File: config.mk
export PLATFORM = sky130hd
export DESIGN_NAME = board_counter_top
export DESIGN_NICKNAME = d
export VERILOG_FILES = /design/src/board_counter_pkg.sv /design/src/button_sync.sv /design/src/switch_capture.sv /design/src/change_counter.sv /design/src/hex_display.sv /design/src/board_counter_top.sv
export VERILOG_INCLUDE_DIRS = /design/src
export SDC_FILE = /design/constraint.sdc
export NUM_CORES = 1
export LEC_CHECK = 0
export BUFFER_PORTS_ARGS = -buffer_cell sky130_fd_sc_hd__buf_2
export CORE_UTILIZATION = 59
export DETAILED_ROUTE_END_ITERATION = 8
export PLACE_DENSITY = 0.85
export SLEW_MARGIN = 30
export SYNTH_ARGS = -nofsm -noshare
export SYNTH_HDL_FRONTEND = slang
export SYNTH_SLANG_ARGS = --single-unit
File: constraint.sdc
create_clock -name clk_50MHZ -period 3.2 [get_ports clk_50MHZ]
set_clock_uncertainty 0.15 [all_clocks]
set_input_delay 0.16 -clock clk_50MHZ [delete_from_list [all_inputs] [get_ports clk_50MHZ]]
set_output_delay 0.16 -clock clk_50MHZ [all_outputs]
set_load 0.01 [all_outputs]
File: src/board_counter_defs.svh
`ifndef BOARD_COUNTER_DEFS_SVH
`define BOARD_COUNTER_DEFS_SVH

// Board widths for the switch register, the buttons and the change counter.

// one LED sits above each slide switch.
`define SW_WIDTH    10

// btn_i[0] captures and btn_i[1] clears.
`define BTN_WIDTH   2

// two hexadecimal digits show the whole count.
`define COUNT_WIDTH 8

// flops between a button pin and the edge detector.
`define SYNC_STAGES 2

`endif

File: src/board_counter_pkg.sv
`include "board_counter_defs.svh"

package board_counter_pkg;

  // switch word, also the LED word.
  typedef logic [`SW_WIDTH-1:0] sw_word_t;

  typedef logic [`COUNT_WIDTH-1:0] count_t;  // number of captures that changed the word.

  typedef logic [3:0] digit_t;  // one nibble of the count.

  // active-low segment pattern, bit 0 drives segment a.
  typedef logic [6:0] seg_t;

  // one-cycle press events from the button stage.
  typedef struct packed {
    logic capture;
    logic clear;
  } press_evt_t;

  // output of the capture stage.
  typedef struct packed {
    logic     changed;  // pulses when a capture stored a different word.
    logic     clear;    // the clear press, one cycle later.
    sw_word_t value;    // current content of the switch register.
  } capture_evt_t;

endpackage

File: src/button_sync.sv
`timescale 1ns/1ns
`include "board_counter_defs.svh"

module button_sync (
  input  logic                          clk_50MHZ,
  input  logic                          arst_n_i,
  input  logic [`BTN_WIDTH-1:0]         btn_i,
  output board_counter_pkg::press_evt_t press_o
);

  import board_counter_pkg::*;

  // The last stage holds the previous synchronised level for edge detection.
  localparam int unsigned DEPTH = `SYNC_STAGES + 1;

  logic [DEPTH-1:0][`BTN_WIDTH-1:0] sync_q;
  logic [`BTN_WIDTH-1:0]            fall;
  press_evt_t                       press_q;

  always_ff @(posedge clk_50MHZ or negedge arst_n_i) begin
    if (!arst_n_i) begin
      sync_q <= '1;  // buttons read as released.
    end else begin
      sync_q <= {sync_q[DEPTH-2:0], btn_i};
    end
  end

  // a press is a high level followed by a low one in the synchronised chain.
  assign fall = sync_q[DEPTH-1] & ~sync_q[DEPTH-2];

  always_ff @(posedge clk_50MHZ or negedge arst_n_i) begin
    if (!arst_n_i) begin
      press_q <= '0;
    end else begin
      press_q.capture <= fall[0];
      press_q.clear   <= fall[1];
    end
  end

  assign press_o = press_q;

  // A button held low must not produce a second event.
  a_capture_single: assert property (
    @(posedge clk_50MHZ) disable iff (!arst_n_i)
    press_q.capture |=> !press_q.capture
  ) else $error("capture event lasted more than one cycle");

  a_clear_single: assert property (
    @(posedge clk_50MHZ) disable iff (!arst_n_i)
    press_q.clear |=> !press_q.clear
  ) else $error("clear event lasted more than one cycle");

endmodule

File: src/switch_capture.sv
`timescale 1ns/1ns

module switch_capture (
  input  logic                            clk_50MHZ,
  input  logic                            arst_n_i,
  input  board_counter_pkg::sw_word_t     sw_i,
  input  board_counter_pkg::press_evt_t   press_i,
  output board_counter_pkg::capture_evt_t cap_o
);

  import board_counter_pkg::*;

  capture_evt_t cap_q;

  always_ff @(posedge clk_50MHZ or negedge arst_n_i) begin
    if (!arst_n_i) begin
      cap_q <= '0;
    end else begin
      cap_q.changed <= 1'b0;
      cap_q.clear   <= press_i.clear;
      if (press_i.clear) begin
        cap_q.value <= '0;  // clear wins over a capture in the same cycle.
      end else if (press_i.capture) begin
        cap_q.value   <= sw_i;
        cap_q.changed <= (sw_i != cap_q.value);
      end
    end
  end

  assign cap_o = cap_q;

  // a clear press empties the register and is never counted as a change.
  a_clear_no_change: assert property (
    @(posedge clk_50MHZ) disable iff (!arst_n_i)
    press_i.clear |=> cap_q.clear && !cap_q.changed && (cap_q.value == '0)
  ) else $error("clear press did not empty the register cleanly");

  // A change is only reported for a capture of a new word.
  a_change_needs_capture: assert property (
    @(posedge clk_50MHZ) disable iff (!arst_n_i)
    cap_q.changed |-> $past(press_i.capture) && (cap_q.value != $past(cap_q.value))
  ) else $error("changed pulse without a new captured word");

endmodule

File: src/change_counter.sv
`timescale 1ns/1ns

module change_counter (
  input  logic                            clk_50MHZ,
  input  logic                            arst_n_i,
  input  board_counter_pkg::capture_evt_t cap_i,
  output board_counter_pkg::count_t       count_o
);

  import board_counter_pkg::*;

  count_t count_q;

  always_ff @(posedge clk_50MHZ or negedge arst_n_i) begin
    if (!arst_n_i) begin
      count_q <= '0;
    end else if (cap_i.clear) begin
      count_q <= '0;
    end else if (cap_i.changed) begin
      count_q <= count_q + 1'b1;  // wraps from 255 to 0.
    end
  end

  assign count_o = count_q;

  // The count moves by one step on a change, or drops to zero on a clear.
  a_count_step: assert property (
    @(posedge clk_50MHZ) disable iff (!arst_n_i)
    (count_q != $past(count_q)) |->
      ((count_q == count_t'($past(count_q) + 1'b1)) && $past(cap_i.changed))
      || ((count_q == '0) && $past(cap_i.clear))
  ) else $error("count changed by something other than one step or a clear");

endmodule

File: src/hex_display.sv
`timescale 1ns/1ns

module hex_display (
  input  logic                      clk_50MHZ,
  input  logic                      arst_n_i,
  input  board_counter_pkg::count_t count_i,
  output board_counter_pkg::seg_t   hex0_o,
  output board_counter_pkg::seg_t   hex1_o
);

  import board_counter_pkg::*;

  localparam seg_t SEG_ZERO = 7'b100_0000;

  digit_t lo_nib;
  digit_t hi_nib;
  seg_t   hex0_q;
  seg_t   hex1_q;

  // Active-low hexadecimal table, segment a in bit 0.
  function automatic seg_t hex_to_seg(input digit_t d);
    seg_t s;
    case (d)
      4'h0:    s = SEG_ZERO;
      4'h1:    s = 7'b111_1001;
      4'h2:    s = 7'b010_0100;
      4'h3:    s = 7'b011_0000;
      4'h4:    s = 7'b001_1001;
      4'h5:    s = 7'b001_0010;
      4'h6:    s = 7'b000_0010;
      4'h7:    s = 7'b111_1000;
      4'h8:    s = 7'b000_0000;
      4'h9:    s = 7'b001_0000;
      4'ha:    s = 7'b000_1000;
      4'hb:    s = 7'b000_0011;
      4'hc:    s = 7'b100_0110;
      4'hd:    s = 7'b010_0001;
      4'he:    s = 7'b000_0110;
      default: s = 7'b000_1110;  // f.
    endcase
    return s;
  endfunction

  assign {hi_nib, lo_nib} = count_i;

  always_ff @(posedge clk_50MHZ or negedge arst_n_i) begin
    if (!arst_n_i) begin
      hex0_q <= SEG_ZERO;  // both digits show 0 out of reset.
      hex1_q <= SEG_ZERO;
    end else begin
      hex0_q <= hex_to_seg(lo_nib);
      hex1_q <= hex_to_seg(hi_nib);
    end
  end

  assign hex0_o = hex0_q;
  assign hex1_o = hex1_q;

  // the digits stay known on every cycle once reset is released.
  a_digits_known: assert property (
    @(posedge clk_50MHZ) disable iff (!arst_n_i)
    !$isunknown({hex1_q, hex0_q})
  ) else $error("seven-segment outputs went unknown");

endmodule

File: src/board_counter_top.sv
`timescale 1ns/1ns
`include "board_counter_defs.svh"

module board_counter_top (
  input  logic                        clk_50MHZ,
  input  logic                        arst_n_i,
  input  board_counter_pkg::sw_word_t sw_i,
  input  logic [`BTN_WIDTH-1:0]       btn_i,   // active low.
  output board_counter_pkg::sw_word_t led_o,
  output board_counter_pkg::seg_t     hex0_o,  // low nibble.
  output board_counter_pkg::seg_t     hex1_o   // high nibble.
);

  import board_counter_pkg::*;

  press_evt_t   press;
  capture_evt_t cap;
  count_t       count;

  button_sync button_sync_i (
    .clk_50MHZ (clk_50MHZ),
    .arst_n_i  (arst_n_i),
    .btn_i     (btn_i),
    .press_o   (press)
  );

  switch_capture switch_capture_i (
    .clk_50MHZ (clk_50MHZ),
    .arst_n_i  (arst_n_i),
    .sw_i      (sw_i),
    .press_i   (press),
    .cap_o     (cap)
  );

  change_counter change_counter_i (
    .clk_50MHZ (clk_50MHZ),
    .arst_n_i  (arst_n_i),
    .cap_i     (cap),
    .count_o   (count)
  );

  hex_display hex_display_i (
    .clk_50MHZ (clk_50MHZ),
    .arst_n_i  (arst_n_i),
    .count_i   (count),
    .hex0_o    (hex0_o),
    .hex1_o    (hex1_o)
  );

  assign led_o = cap.value;  // the LEDs mirror the stored switch word.

endmodule

# Word-level counts from Yosys, hierarchy flattened
# Memories as Yosys holds them, arrays and structs flattened. A register that Yosys moved wholly into a read port is not among the register bits.
# Cells that the tools add are included.
# totals
memories	2
word_cells	25
reg_bits	28
input_bits	14
mem_bits_ro	224
output_inout_bits	24
# mem_list
memory	words	word_bits	read_ports	rd_clocked_by_memory_dff	write_ports	line_no	source
(name not given)	16	7	1	1	0	hex_display.sv:23	case (d)
(name not given)	16	7	1	1	0	hex_display.sv:23	
# classes
n_mux	6
reduce_logical	4
addsub	1
n_bitwise	2
n_eq_ne	1
# op_table
operator	n
10-bit 2-to-1 mux	2
8-bit 2-to-1 mux	2
10-bit != test	1
8-bit by 1-bit adder with 8-bit output (second input constant)	1
2-bit nonzero test	2
2-bit bitwise AND	1
1-bit logical NOT	2
1-bit 2-to-1 mux	2
2-bit NOT	1

# Longest topological paths before layout
# Gate-level depths: netlist of the first run.
# logic_depth
word_depth	3
depth_mapped	6
ltp_nobuf	5

# Hierarchy
# A second synthesis of the first run with hierarchy kept.
# unflattened
hier_cells	171
area_unflattened_um2	2104.5
# modules_own_cells
module	seq_area_each_um2	area_each_um2	cells_each	instances
hex_display	352.8	903.4	75	1
switch_capture	300.3	569.3	49	1
change_counter	200.2	396.6	37	1
button_sync	207.7	235.2	10	1

# Worst setup path before layout of the first run
# No wires, ideal clock.
# synth_path
path_kind	reg2reg
from	register change_counter_i.count_q[1] (netlist: change_counter_i.count_o[1])
to	register change_counter_i.count_q[6] (netlist: change_counter_i.count_o[6])
path_slack_ps	1712
t_arrival_ps	1260
required_ps	2973
path_stages_with_launch	5
setup_time_ps	77
period_less_slack_ps	1488
n_path_buf	0
path_cell_list	dfrtp_1 -> ha_1 -> nand4_1 -> or3_1 -> a21oi_1
# synth_via
elab_chain_len	3
# synth_lines
element	line_no	source
start, declared	change_counter.sv:12	count_t count_q;
start signal, assigned	change_counter.sv:20	count_q <= count_q + 1'b1;
8-bit by 1-bit adder with 8-bit output	change_counter.sv:20	
8-bit 2-to-1 mux	change_counter.sv:19	end else if (cap_i.changed) begin
8-bit 2-to-1 mux	change_counter.sv:17	end else if (cap_i.clear) begin
# No other way between the ends. The select of a mux whose other input is x is not followed.
# A chain may end at the register's enable or synchronous reset.

# Worst setup path after layout of the first run
# layout_path
from	register change_counter_i.count_q[2] (netlist: change_counter_i.count_o[2])
to	register change_counter_i.count_q[7] (netlist: change_counter_i.count_o[7])
# Same word-level chain as after synthesis.

==> impl_metrics.yaml, run 1 <==
grt:
  grt_max_degree: 43
  first_global_vias: 1293
  grtUsageMet2_pct: 38.8
  grt_pass1_wl_um: 5660
  busiest_layer: "met2"
  grt_overflow_total: 0
  grt_use_met1_pct: 24.2
  antenna_found_initial: 0
  met3_usage_pct: 5.46
  track_usage_pct: 21.4
placement:
  dp_cells: 253
  gp_congestion: 0.853
  numPortBuffers: 37
  dpl.hpwl_um: 2240
  placed_area_um2: 2180
setup_path:
  ff2ff_path_depth: 3
  reg2reg_slack_ns: 1.42
  startpoint_type: "flop"
  worstReg2RegStart: "change_counter_i.count_o[2]$_DFFE_PN0P_"
  critPathMaxStageDelay_ns: 0.72
  regToRegEndpoint: "change_counter_i.count_o[7]$_DFFE_PN0P_"
  cp_data_required_time_ns: 3.32
  crit_path_cell_trace: "nand3_2 > or4_1 > a21oi_1"
  end_kind: "flop"
  critPathArrivalTime_ns: 1.90
  cp_slowest_cell: "dfrtp_1"
  critPathMaxFanout: 19
  path_class: "flop to flop"
floorplan:
  die_h_um: 61.5
  core_um2: 3360
  io_pins: 38
  initial_utilization_pct: 62.0
  die_area_um2: 3780
  rows: 21
  die_x_um: 61.5
clock_tree:
  path_clk_slew_ns: 0.12
  cts_max_level: 2
  cts_num_sinks: 42
  postCtsSetupBuffers: 0
  cts_buffers: 5
  cts_tree: "yes"
  clk_path_buf_depth: 2
  insertion_delay_ns: 0.34
  cts_root_buf: "clkbuf_4"
yosys:
  synthTopCellsByArea: "dfrtp_1 41%, dfstp_2 10%, ha_1 7.2%"
  synth_cell_types: 33
  syn_inst: 192
  yosysWarnings: 0
  avgSynthCellArea_um2: 10.9
  synth_seq_cells: 42
  yosysSeqAreaShare_pct: 50.9
  synth_top_area_share_pct: 40.8
  mappedNetlistArea_um2: 2090
  synth_area_leader_cell: "dfrtp_1"
  syn_nets: 218
power_and_ir_drop:
  p_leak_nw: 1.13
  power_switching_share_pct: 28.2
  internal-power_mw: 0.776
  finalPower_mw: 1.08
  p_per_area_nw_per_um2: 454
  p_seq_share_pct: 57.8
  share_comb_of_total_power_pct: 17.4
  vdd_drop_max_v: 0.000336
  pwr-share-clk_pct: 24.8
  switchingPower_mw: 0.305
outcome:
  status: "finished clean"
sta:
  timing.fmax_mhz: 562
  fin_tns_setup_ns: 0
  slew_headroom_pct: 62.3
  finalSetupViolCount: 0
  grt_setup_unrepaired: "no"
  fin_crit_ns: 1.78
  fin_crit_sh_pct: 55.6
  tightest_slew_ns: 0.566
  hold_viol_final: 0
  drv_slew: 0
drt:
  wl_um: 3710
  num_vias: 1411
  postRouteAntennaNets: 0
  wl_per_cell_um: 13.6
  drt_iter0_drc: 52
  drc: 0
  drtPass1Iterations: 4
  vias_per_cell: 5.15
cells_and_area:
  fillers: 245
  layout-drive-gt1-share_pct: 25.0
  fin_nets: 253
  syn_to_final_growth_pct: 14.2
  final_cell_area_um2: 2380
  final_cells: 274
  n_antenna_cell: 0
min_path:
  hp-class: "input pin to async pin"
run:
  maxCapViolCount: 0
[metal layers]
layer  vias up  wire (µm)
met3         9        143
met5         -          0
met1       658       1630
li1        707          -
met2        37       1870
met4         0         68
[Yosys cell counts]
master    count
a211oi_1      2
a21oi_1       8
a311oi_1      1
a31oi_1       2
buf_2         4
buf_4        13
buf_6         1
clkbuf_1      4
dfrtp_1      34
dfstp_2       8
ha_1         12
inv_1         6
mux2_2        1
mux2i_1      14
nand2_1      10
nand2b_1      2
nand3_1       4
nand3_2       1
nand3b_1      2
nand4_1       2
nor2_1       16
nor2b_1       5
nor3_1        1
nor4_1        2
o211ai_2      1
o21a_1        4
o21ai_0      13
o31ai_1       1
or2_2         1
or3_1         2
or4_1         1
xnor2_1       2
xor2_1       12
[worst max-delay path: cells and delay by family, from the launching register on]
kind	cells	cell delay (ns)
AOI/OAI and AO/OA	1	0.15
DFF	1	0.72
and+or+nand+nor	2	0.69
[per-stage QoR]
stage | utilization (%) | setup slack (ns) | hold slack [ns]
final | 70.8 | 1.42 | 0.171
after global routing | 70.8 | 1.35 | 0.211
after CTS | 70.7 | 1.43 | 0.217
after detailed placement | 65.0 | 1.46 | 0.117
after global placement | 65.0 | 1.51 | 0.115
after floorplan | - | 1.71 | -0.286
[power by group through the flow]
stage	clock network [mW]	logic [mW]	registers, mW
detailed placement	0	0.175	0.634
global placement	0	0.170	0.632
CTS	0.277	0.188	0.624
global route	0.300	0.212	0.632
finish	0.268	0.188	0.625
floorplan	0	0.129	0.625
[layout make-up]
type	count	area, µm²	area share (%)
sequential	42	1060	44.6
multi-input combinational	122	858	36.0
timing repair buffer	50	318	13.3
tap	46	57.6	2.42
clock buffer	6	51.3	2.15
inverter	6	22.5	0.946
clock inverter	2	12.5	0.525
[layout by cell type, fill, tap and decap left out, drive strengths merged, types with 2 or more instances in the layout]
cell type    synthesis  layout
a211oi               2       2
a21oi                8       8
a31oi                2       2
buf                 18      37
clkbuf               4       6
dfrtp               34      34
dfstp                8       8
dlygate4sd3          0      13
ha                  12      12
inv                  6       6
mux2i               14      14
nand2               10      10
nand2b               2       2
nand3                5       5
nand3b               2       2
nand4                2       2
nor2                16      16
nor2b                5       5
nor4                 2       2
o21a                 4       4
o21ai               13      13
or3                  2       2
xnor2                2       2
xor2                12      12
[cells by family (layout without fill, tap and decap cells)]
logic type | Yosys count | after routing | synth area share (%)
xor+xnor | 14 | 14 | 5.88
buf+inv | 28 | 64 | 7.98
mux | 15 | 15 | 7.26
compound gates | 32 | 32 | 9.18
flops | 42 | 42 | 50.9
fa+ha+maj | 12 | 12 | 7.20
simple gates | 49 | 49 | 11.6
[state kept, by name, indices dropped and copies added, names as in the netlist]
signal and count:
button_sync_i.sync_q 6, hex_display_i.hex1_o 7, button_sync_i.press_o 2, switch_capture_i.cap_o 12, change_counter_i.count_o 8, hex_display_i.hex0_o 7
[how the worst max path moves through the flow]
| stage | startpoint | endpoint | slack [ns] | cells past startpoint |
|---|---|---|---|---|
| floorplan | change_counter_i.count_o[1]$_DFFE_PN0P_ | change_counter_i.count_o[6]$_DFFE_PN0P_ | 1.71 | 4 |
| global placement | change_counter_i.count_o[2]$_DFFE_PN0P_ | change_counter_i.count_o[7]$_DFFE_PN0P_ | 1.51 | 3 |
| detailed placement | change_counter_i.count_o[2]$_DFFE_PN0P_ | change_counter_i.count_o[7]$_DFFE_PN0P_ | 1.46 | 3 |
| CTS | change_counter_i.count_o[2]$_DFFE_PN0P_ | change_counter_i.count_o[7]$_DFFE_PN0P_ | 1.43 | 3 |
| global route | change_counter_i.count_o[2]$_DFFE_PN0P_ | change_counter_i.count_o[7]$_DFFE_PN0P_ | 1.35 | 3 |
| finish | change_counter_i.count_o[2]$_DFFE_PN0P_ | change_counter_i.count_o[7]$_DFFE_PN0P_ | 1.42 | 3 |
[what timing repair did]
item | in CTS | in global routing
resized for setup | 0 | 0
hold buffers | 13 | 0
hold endpoints to repair | 46 | 0
Power figures use the tool's default switching activity.
==> inputs of run 2 (changes only) <==
--- a/config.mk
+++ b/config.mk
@@ -7,9 +7,9 @@
 export NUM_CORES = 1
 export LEC_CHECK = 0
 export BUFFER_PORTS_ARGS = -buffer_cell sky130_fd_sc_hd__buf_2
-export CORE_UTILIZATION = 59
+export CORE_UTILIZATION = 55
 export DETAILED_ROUTE_END_ITERATION = 8
-export PLACE_DENSITY = 0.85
+export PLACE_DENSITY = 0.8
 export SLEW_MARGIN = 30
 export SYNTH_ARGS = -nofsm -noshare
 export SYNTH_HDL_FRONTEND = slang
==> constraint.sdc (replaced) <==
create_clock -name clk_50MHZ -period 1.75 [get_ports clk_50MHZ]
set_clock_uncertainty 0.15 [all_clocks]
set_input_delay 0.0875 -clock clk_50MHZ [delete_from_list [all_inputs] [get_ports clk_50MHZ]]
set_output_delay 0.0875 -clock clk_50MHZ [all_outputs]
set_load 0.01 [all_outputs]
==> impl_metrics.yaml, run 2 (same netlist as run 1, synthesis figures left out) <==
outcome:
  status: "finished clean"
power_and_ir_drop:
  vdd_drop_max_v: 0.000643
  switchingPower_mw: 0.581
  p_leak_nw: 1.19
  p_per_area_nw_per_um2: 863
  pwr-share-clk_pct: 30.0
  p_seq_share_pct: 53.2
  power_switching_share_pct: 27.3
  share_comb_of_total_power_pct: 16.8
  internal-power_mw: 1.55
drt:
  drtPass1Iterations: 4
  drc: 0
  wl_um: 3690
  wl_per_cell_um: 13.0
  num_vias: 1441
  drt_iter0_drc: 75
  postRouteAntennaNets: 0
  vias_per_cell: 5.07
cells_and_area:
  fillers: 279
  final_common_cell: "buf_2"
  regArea_um2: 1060
  largest_register_ffs: 12
  final_cells: 284
  fin_nets: 261
  multi_input_area_um2: 858
  syn_to_final_growth_pct: 18.4
  layout-drive-gt1-share_pct: 27.1
  final_cell_area_um2: 2470
  n_antenna_cell: 0
  layout_common_cells: "37 x buf_2, 34 x dfrtp_1, 16 x nor2_1"
setup_path:
  critPathArrivalTime_ns: 1.74
  startpoint_type: "flop"
  critPathMaxStageDelay_ns: 0.53
  critPathMaxFanout: 8
  cp_data_required_time_ns: 1.82
  cp_slowest_cell: "dfrtp_1"
  path_class: "flop to flop"
  end_kind: "flop"
  crit_path_cell_trace: "ha_1 > nand4_1 > or3_1 > a21oi_1"
sta:
  tightest_slew_ns: 0.680
  slew_headroom_pct: 54.7
  grt_setup_unrepaired: "no"
  fin_crit_ns: 1.67
  hold_viol_final: 0
  fin_crit_sh_pct: 95.3
  drv_slew: 0
  timing.fmax_mhz: 600
  fin_tns_setup_ns: 0
  holdWs_ns: 0.206
  finalSetupViolCount: 0
floorplan:
  io_pins: 38
  die_area_um2: 4040
  die_x_um: 63.6
  core_um2: 3660
  die_h_um: 63.6
  initial_utilization_pct: 57.0
  rows: 22
run:
  maxCapViolCount: 0
grt:
  antenna_found_initial: 0
  first_global_vias: 1397
  grt_overflow_total: 0
  grt_max_degree: 33
  track_usage_pct: 20.0
  grt_pass1_wl_um: 6130
placement:
  dp_cells: 263
  numPortBuffers: 37
  gp_congestion: 0.829
  dpl.hpwl_um: 2360
  placed_area_um2: 2250
clock_tree:
  path_clk_slew_ns: 0.08
  insertion_delay_ns: 0.29
  cts_root_buf: "clkbuf_8"
  cts_buffers: 5
  postCtsSetupBuffers: 0
  cts_num_sinks: 42
  cts_resized: 0
  clk_path_buf_depth: 2
  cts_max_level: 2
  cts_tree: "yes"
min_path:
  hp-class: "input pin to async pin"
-- run 2: per-stage QoR --
stage	utilization, %	power (mW)	setup slack, ns
floorplan	-	1.38	0.262
global placement	61.4	1.47	0.197
detailed placement	61.4	1.48	0.115
CTS	67.4	2.14	0.0914
global route	67.4	2.23	0.00329
finish	67.4	2.13	0.0830
-- run 2: final timing paths --
path / startpoint / end / slack (ns) / depth (start not counted)
max in group asynchronous: arst_n_i / switch_capture_i.cap_o[2]$_DFFE_PN0P_ / 0.64 / 3
min in group clk_50MHZ: button_sync_i.sync_q[1]$_DFF_PN1_ / button_sync_i.sync_q[3]$_DFF_PN1_ / 0.21 / 0
min reg2reg: button_sync_i.sync_q[1]$_DFF_PN1_ / button_sync_i.sync_q[3]$_DFF_PN1_ / 0.21 / 0
max reg2reg: change_counter_i.count_o[0]$_DFFE_PN0P_ / change_counter_i.count_o[6]$_DFFE_PN0P_ / 0.08 / 4
min: arst_n_i / hex_display_i.hex1_o[2]$_DFF_PN0_ / 0.21 / 2
max: change_counter_i.count_o[0]$_DFFE_PN0P_ / change_counter_i.count_o[6]$_DFFE_PN0P_ / 0.08 / 4
-- run 2: what timing repair did --
action | in CTS | in global routing
hold endpoints to repair | 34 | 0
hold buffers | 13 | 0
endpoints found under the setup margin | 0 | 0
-- run 2: metal layers --
| metal | up-vias | part of all wire, % | global-route usage [%] |
|---|---|---|---|
| li1 | 720 | - | - |
| met1 | 684 | 47 | 24.5 |
| met2 | 31 | 48 | 32.3 |
| met3 | 6 | 3.3 | 6.16 |
| met4 | 0 | 1.4 | 8.81 |
| met5 | - | 0 | 0 |
-- run 2: power groups by stage --
stage	clock network, mW	registers [mW]	logic, mW
finish	0.639	1.13	0.359
global route	0.691	1.14	0.400
CTS	0.648	1.13	0.359
detailed placement	0	1.15	0.334
global placement	0	1.14	0.328
floorplan	0	1.14	0.236
-- run 2: cell type report --
| class | instances | area share, % |
|---|---|---|
| inverter | 6 | 0.912 |
| timing repair buffer | 58 | 15.2 |
| clock inverter | 1 | 0.203 |
| tap | 48 | 2.43 |
| multi-input combinational | 122 | 34.8 |
| clock buffer | 7 | 3.50 |
| sequential | 42 | 43.0 |
-- run 2: worst max-delay path, delay by kind of cell (launching register included) --
family                   cells  cell delay (ns)
flip-flops                   1             0.53
AND/OR/NAND/NOR              2             0.50
adder cells (fa/ha/maj)      1             0.27
AO/OA/AOI/OAI                1             0.15
==> inputs of run 3 (changes only) <==
--- a/config.mk
+++ b/config.mk
@@ -7,7 +7,9 @@
 export NUM_CORES = 1
 export LEC_CHECK = 0
 export BUFFER_PORTS_ARGS = -buffer_cell sky130_fd_sc_hd__buf_2
-export CORE_UTILIZATION = 55
+export CELL_PAD_IN_SITES_DETAIL_PLACEMENT = 0
+export CELL_PAD_IN_SITES_GLOBAL_PLACEMENT = 1
+export CORE_UTILIZATION = 43
 export DETAILED_ROUTE_END_ITERATION = 8
 export PLACE_DENSITY = 0.8
 export SLEW_MARGIN = 30
==> constraint.sdc (replaced) <==
create_clock -name clk_50MHZ -period 1.75 [get_ports clk_50MHZ]
set_clock_uncertainty 0.15 [all_clocks]
set_input_delay 0.175 -clock clk_50MHZ [delete_from_list [all_inputs] [get_ports clk_50MHZ]]
set_output_delay 0.175 -clock clk_50MHZ [all_outputs]
set_load 0.01 [all_outputs]
==> impl_metrics.yaml, run 3 (same netlist as run 1, synthesis figures left out) <==
drt:
  drc: 0
  num_vias: 1379
  postRouteAntennaNets: 0
  drt_iter0_drc: 60
  drtPass1Iterations: 5
  vias_per_cell: 4.98
  wl_per_cell_um: 12.3
  wl_um: 3420
power_and_ir_drop:
  p_per_area_nw_per_um2: 927
  finalPower_mw: 2.22
  p_leak_nw: 1.15
  vdd_drop_max_v: 0.000379
run:
  maxCapViolCount: 0
setup_path:
  regToRegEndpoint: "change_counter_i.count_o[6]$_DFFE_PN0P_"
  path_class: "flop to flop"
  reg2reg_slack_ns: 0.17
  worstReg2RegStart: "change_counter_i.count_o[0]$_DFFE_PN0P_"
  startpoint_type: "flop"
  end_kind: "flop"
  cp_data_required_time_ns: 1.82
  ff2ff_path_depth: 4
  critPathMaxFanout: 8
  critPathArrivalTime_ns: 1.65
sta:
  timing.fmax_mhz: 632
  fin_tns_setup_ns: 0
  drv_slew: 0
  finalSetupViolCount: 0
  fin_crit_sh_pct: 90.5
  grt_setup_unrepaired: "no"
  fin_crit_ns: 1.58
  slew_headroom_pct: 67.3
  hold_viol_final: 0
  tightest_slew_ns: 0.491
floorplan:
  initial_utilization_pct: 46.3
  io_pins: 38
  die_h_um: 71.6
  die_area_um2: 5130
  die_x_um: 71.6
  core_um2: 4500
  rows: 24
outcome:
  status: "finished clean"
clock_tree:
  cts_max_level: 2
  clk_path_buf_depth: 2
  path_clk_slew_ns: 0.08
  insertion_delay_ns: 0.29
  cts_tree: "yes"
  cts_root_buf: "clkbuf_8"
  cts_num_sinks: 42
  cts_buffers: 5
placement:
  numPortBuffers: 37
  dpl.hpwl_um: 2450
  gp_congestion: 0.799
grt:
  track_usage_pct: 14.9
  first_global_vias: 1363
  busiest_layer: "met2"
  grtUsageMet2_pct: 25.9
  grt_max_degree: 23
  grt_use_met1_pct: 18.1
  antenna_found_initial: 0
  met3_usage_pct: 3.94
  grt_overflow_total: 0
  grt_pass1_wl_um: 5980
cells_and_area:
  fin_nets: 250
  regArea_um2: 1060
  layout-drive-gt1-share_pct: 28.9
  layout_common_cells: "37 x buf_2, 32 x dfrtp_1, 16 x nor2_1"
  multi_input_area_um2: 858
  n_antenna_cell: 0
  largest_register_ffs: 12
  fillers: 413
  final_common_cell: "buf_2"
  syn_to_final_growth_pct: 15.1
min_path:
  hp-start: "sw_i[0]"
  holdPathStages: 3
  whs_endpoint: "switch_capture_i.cap_o[0]$_DFFE_PN0P_"
  hp-class: "input pin to flop"
-- run 3: changes by cell type in the layout (fill, tap and decap cells not counted), moves of 2 or more --
| cell | change |
|---|---|
| dlygate4sd3_1 | -10 |
| buf_4 | -2 |
| dfrtp_2 | +2 |
| dfrtp_1 | -2 |
-- run 3: worst max path at each step --
stage                                                  from                                 endpoint  slack, ns
finish              change_counter_i.count_o[0]$_DFFE_PN0P_  change_counter_i.count_o[6]$_DFFE_PN0P_       0.17
global route        change_counter_i.count_o[0]$_DFFE_PN0P_  change_counter_i.count_o[6]$_DFFE_PN0P_       0.03
CTS                 change_counter_i.count_o[0]$_DFFE_PN0P_  change_counter_i.count_o[6]$_DFFE_PN0P_       0.08
detailed placement  change_counter_i.count_o[1]$_DFFE_PN0P_  change_counter_i.count_o[6]$_DFFE_PN0P_       0.10
global placement    change_counter_i.count_o[1]$_DFFE_PN0P_  change_counter_i.count_o[6]$_DFFE_PN0P_       0.18
floorplan           change_counter_i.count_o[1]$_DFFE_PN0P_  change_counter_i.count_o[6]$_DFFE_PN0P_       0.26
-- run 3: layer usage --
metal	vias up	wire length (µm)
li1	695	-
met1	654	1590
met2	28	1670
met3	2	140
met4	0	12
met5	-	0
-- run 3: timing repair --
item / 4_1_cts / 5_1_grt
hold endpoints to repair: 18 / 0
setup buffers: 0 / 0
endpoints found under the setup margin: 0 / 1
hold buffers: 3 / 0
resized for setup: 0 / 2
-- run 3: area by class of cell --
class                   count  area share, %
well taps                  52           2.71
flip-flops and latches     42           44.3
multi-input cells         122           35.8
clock inverters             2           1.56
inverters                   6          0.938
clock buffers               6           3.02
repair buffers             47           11.7
-- run 3: critical path, cell delays in order, from the launching register on --
cell and delay, ns:
dfrtp_2 0.47, ha_1 0.24, nand4_1 0.16, or3_1 0.33, a21oi_1 0.15
-- run 3: through the flow --
step | setup WS [ns] | cells | hold WS (ns) | util (%) | cell area [µm²]
final | 0.167 | 277 | 0.00596 | 53.3 | 2400
after global routing | 0.0262 | 277 | 0.0163 | 53.3 | 2400
after CTS | 0.0818 | 277 | 0.00373 | 53.2 | 2400
after detailed placement | 0.103 | 266 | 0.0209 | 50.1 | 2260
after global placement | 0.181 | 266 | 0.0109 | 50.1 | 2260
after floorplan | 0.262 | 192 | -0.271 | - | 2090
-- run 3: power breakdown --
group	switching (mW)	total, mW	internal, mW
logic	0.182	0.340	0.158
registers	0.0659	1.13	1.06
clock network	0.330	0.756	0.426
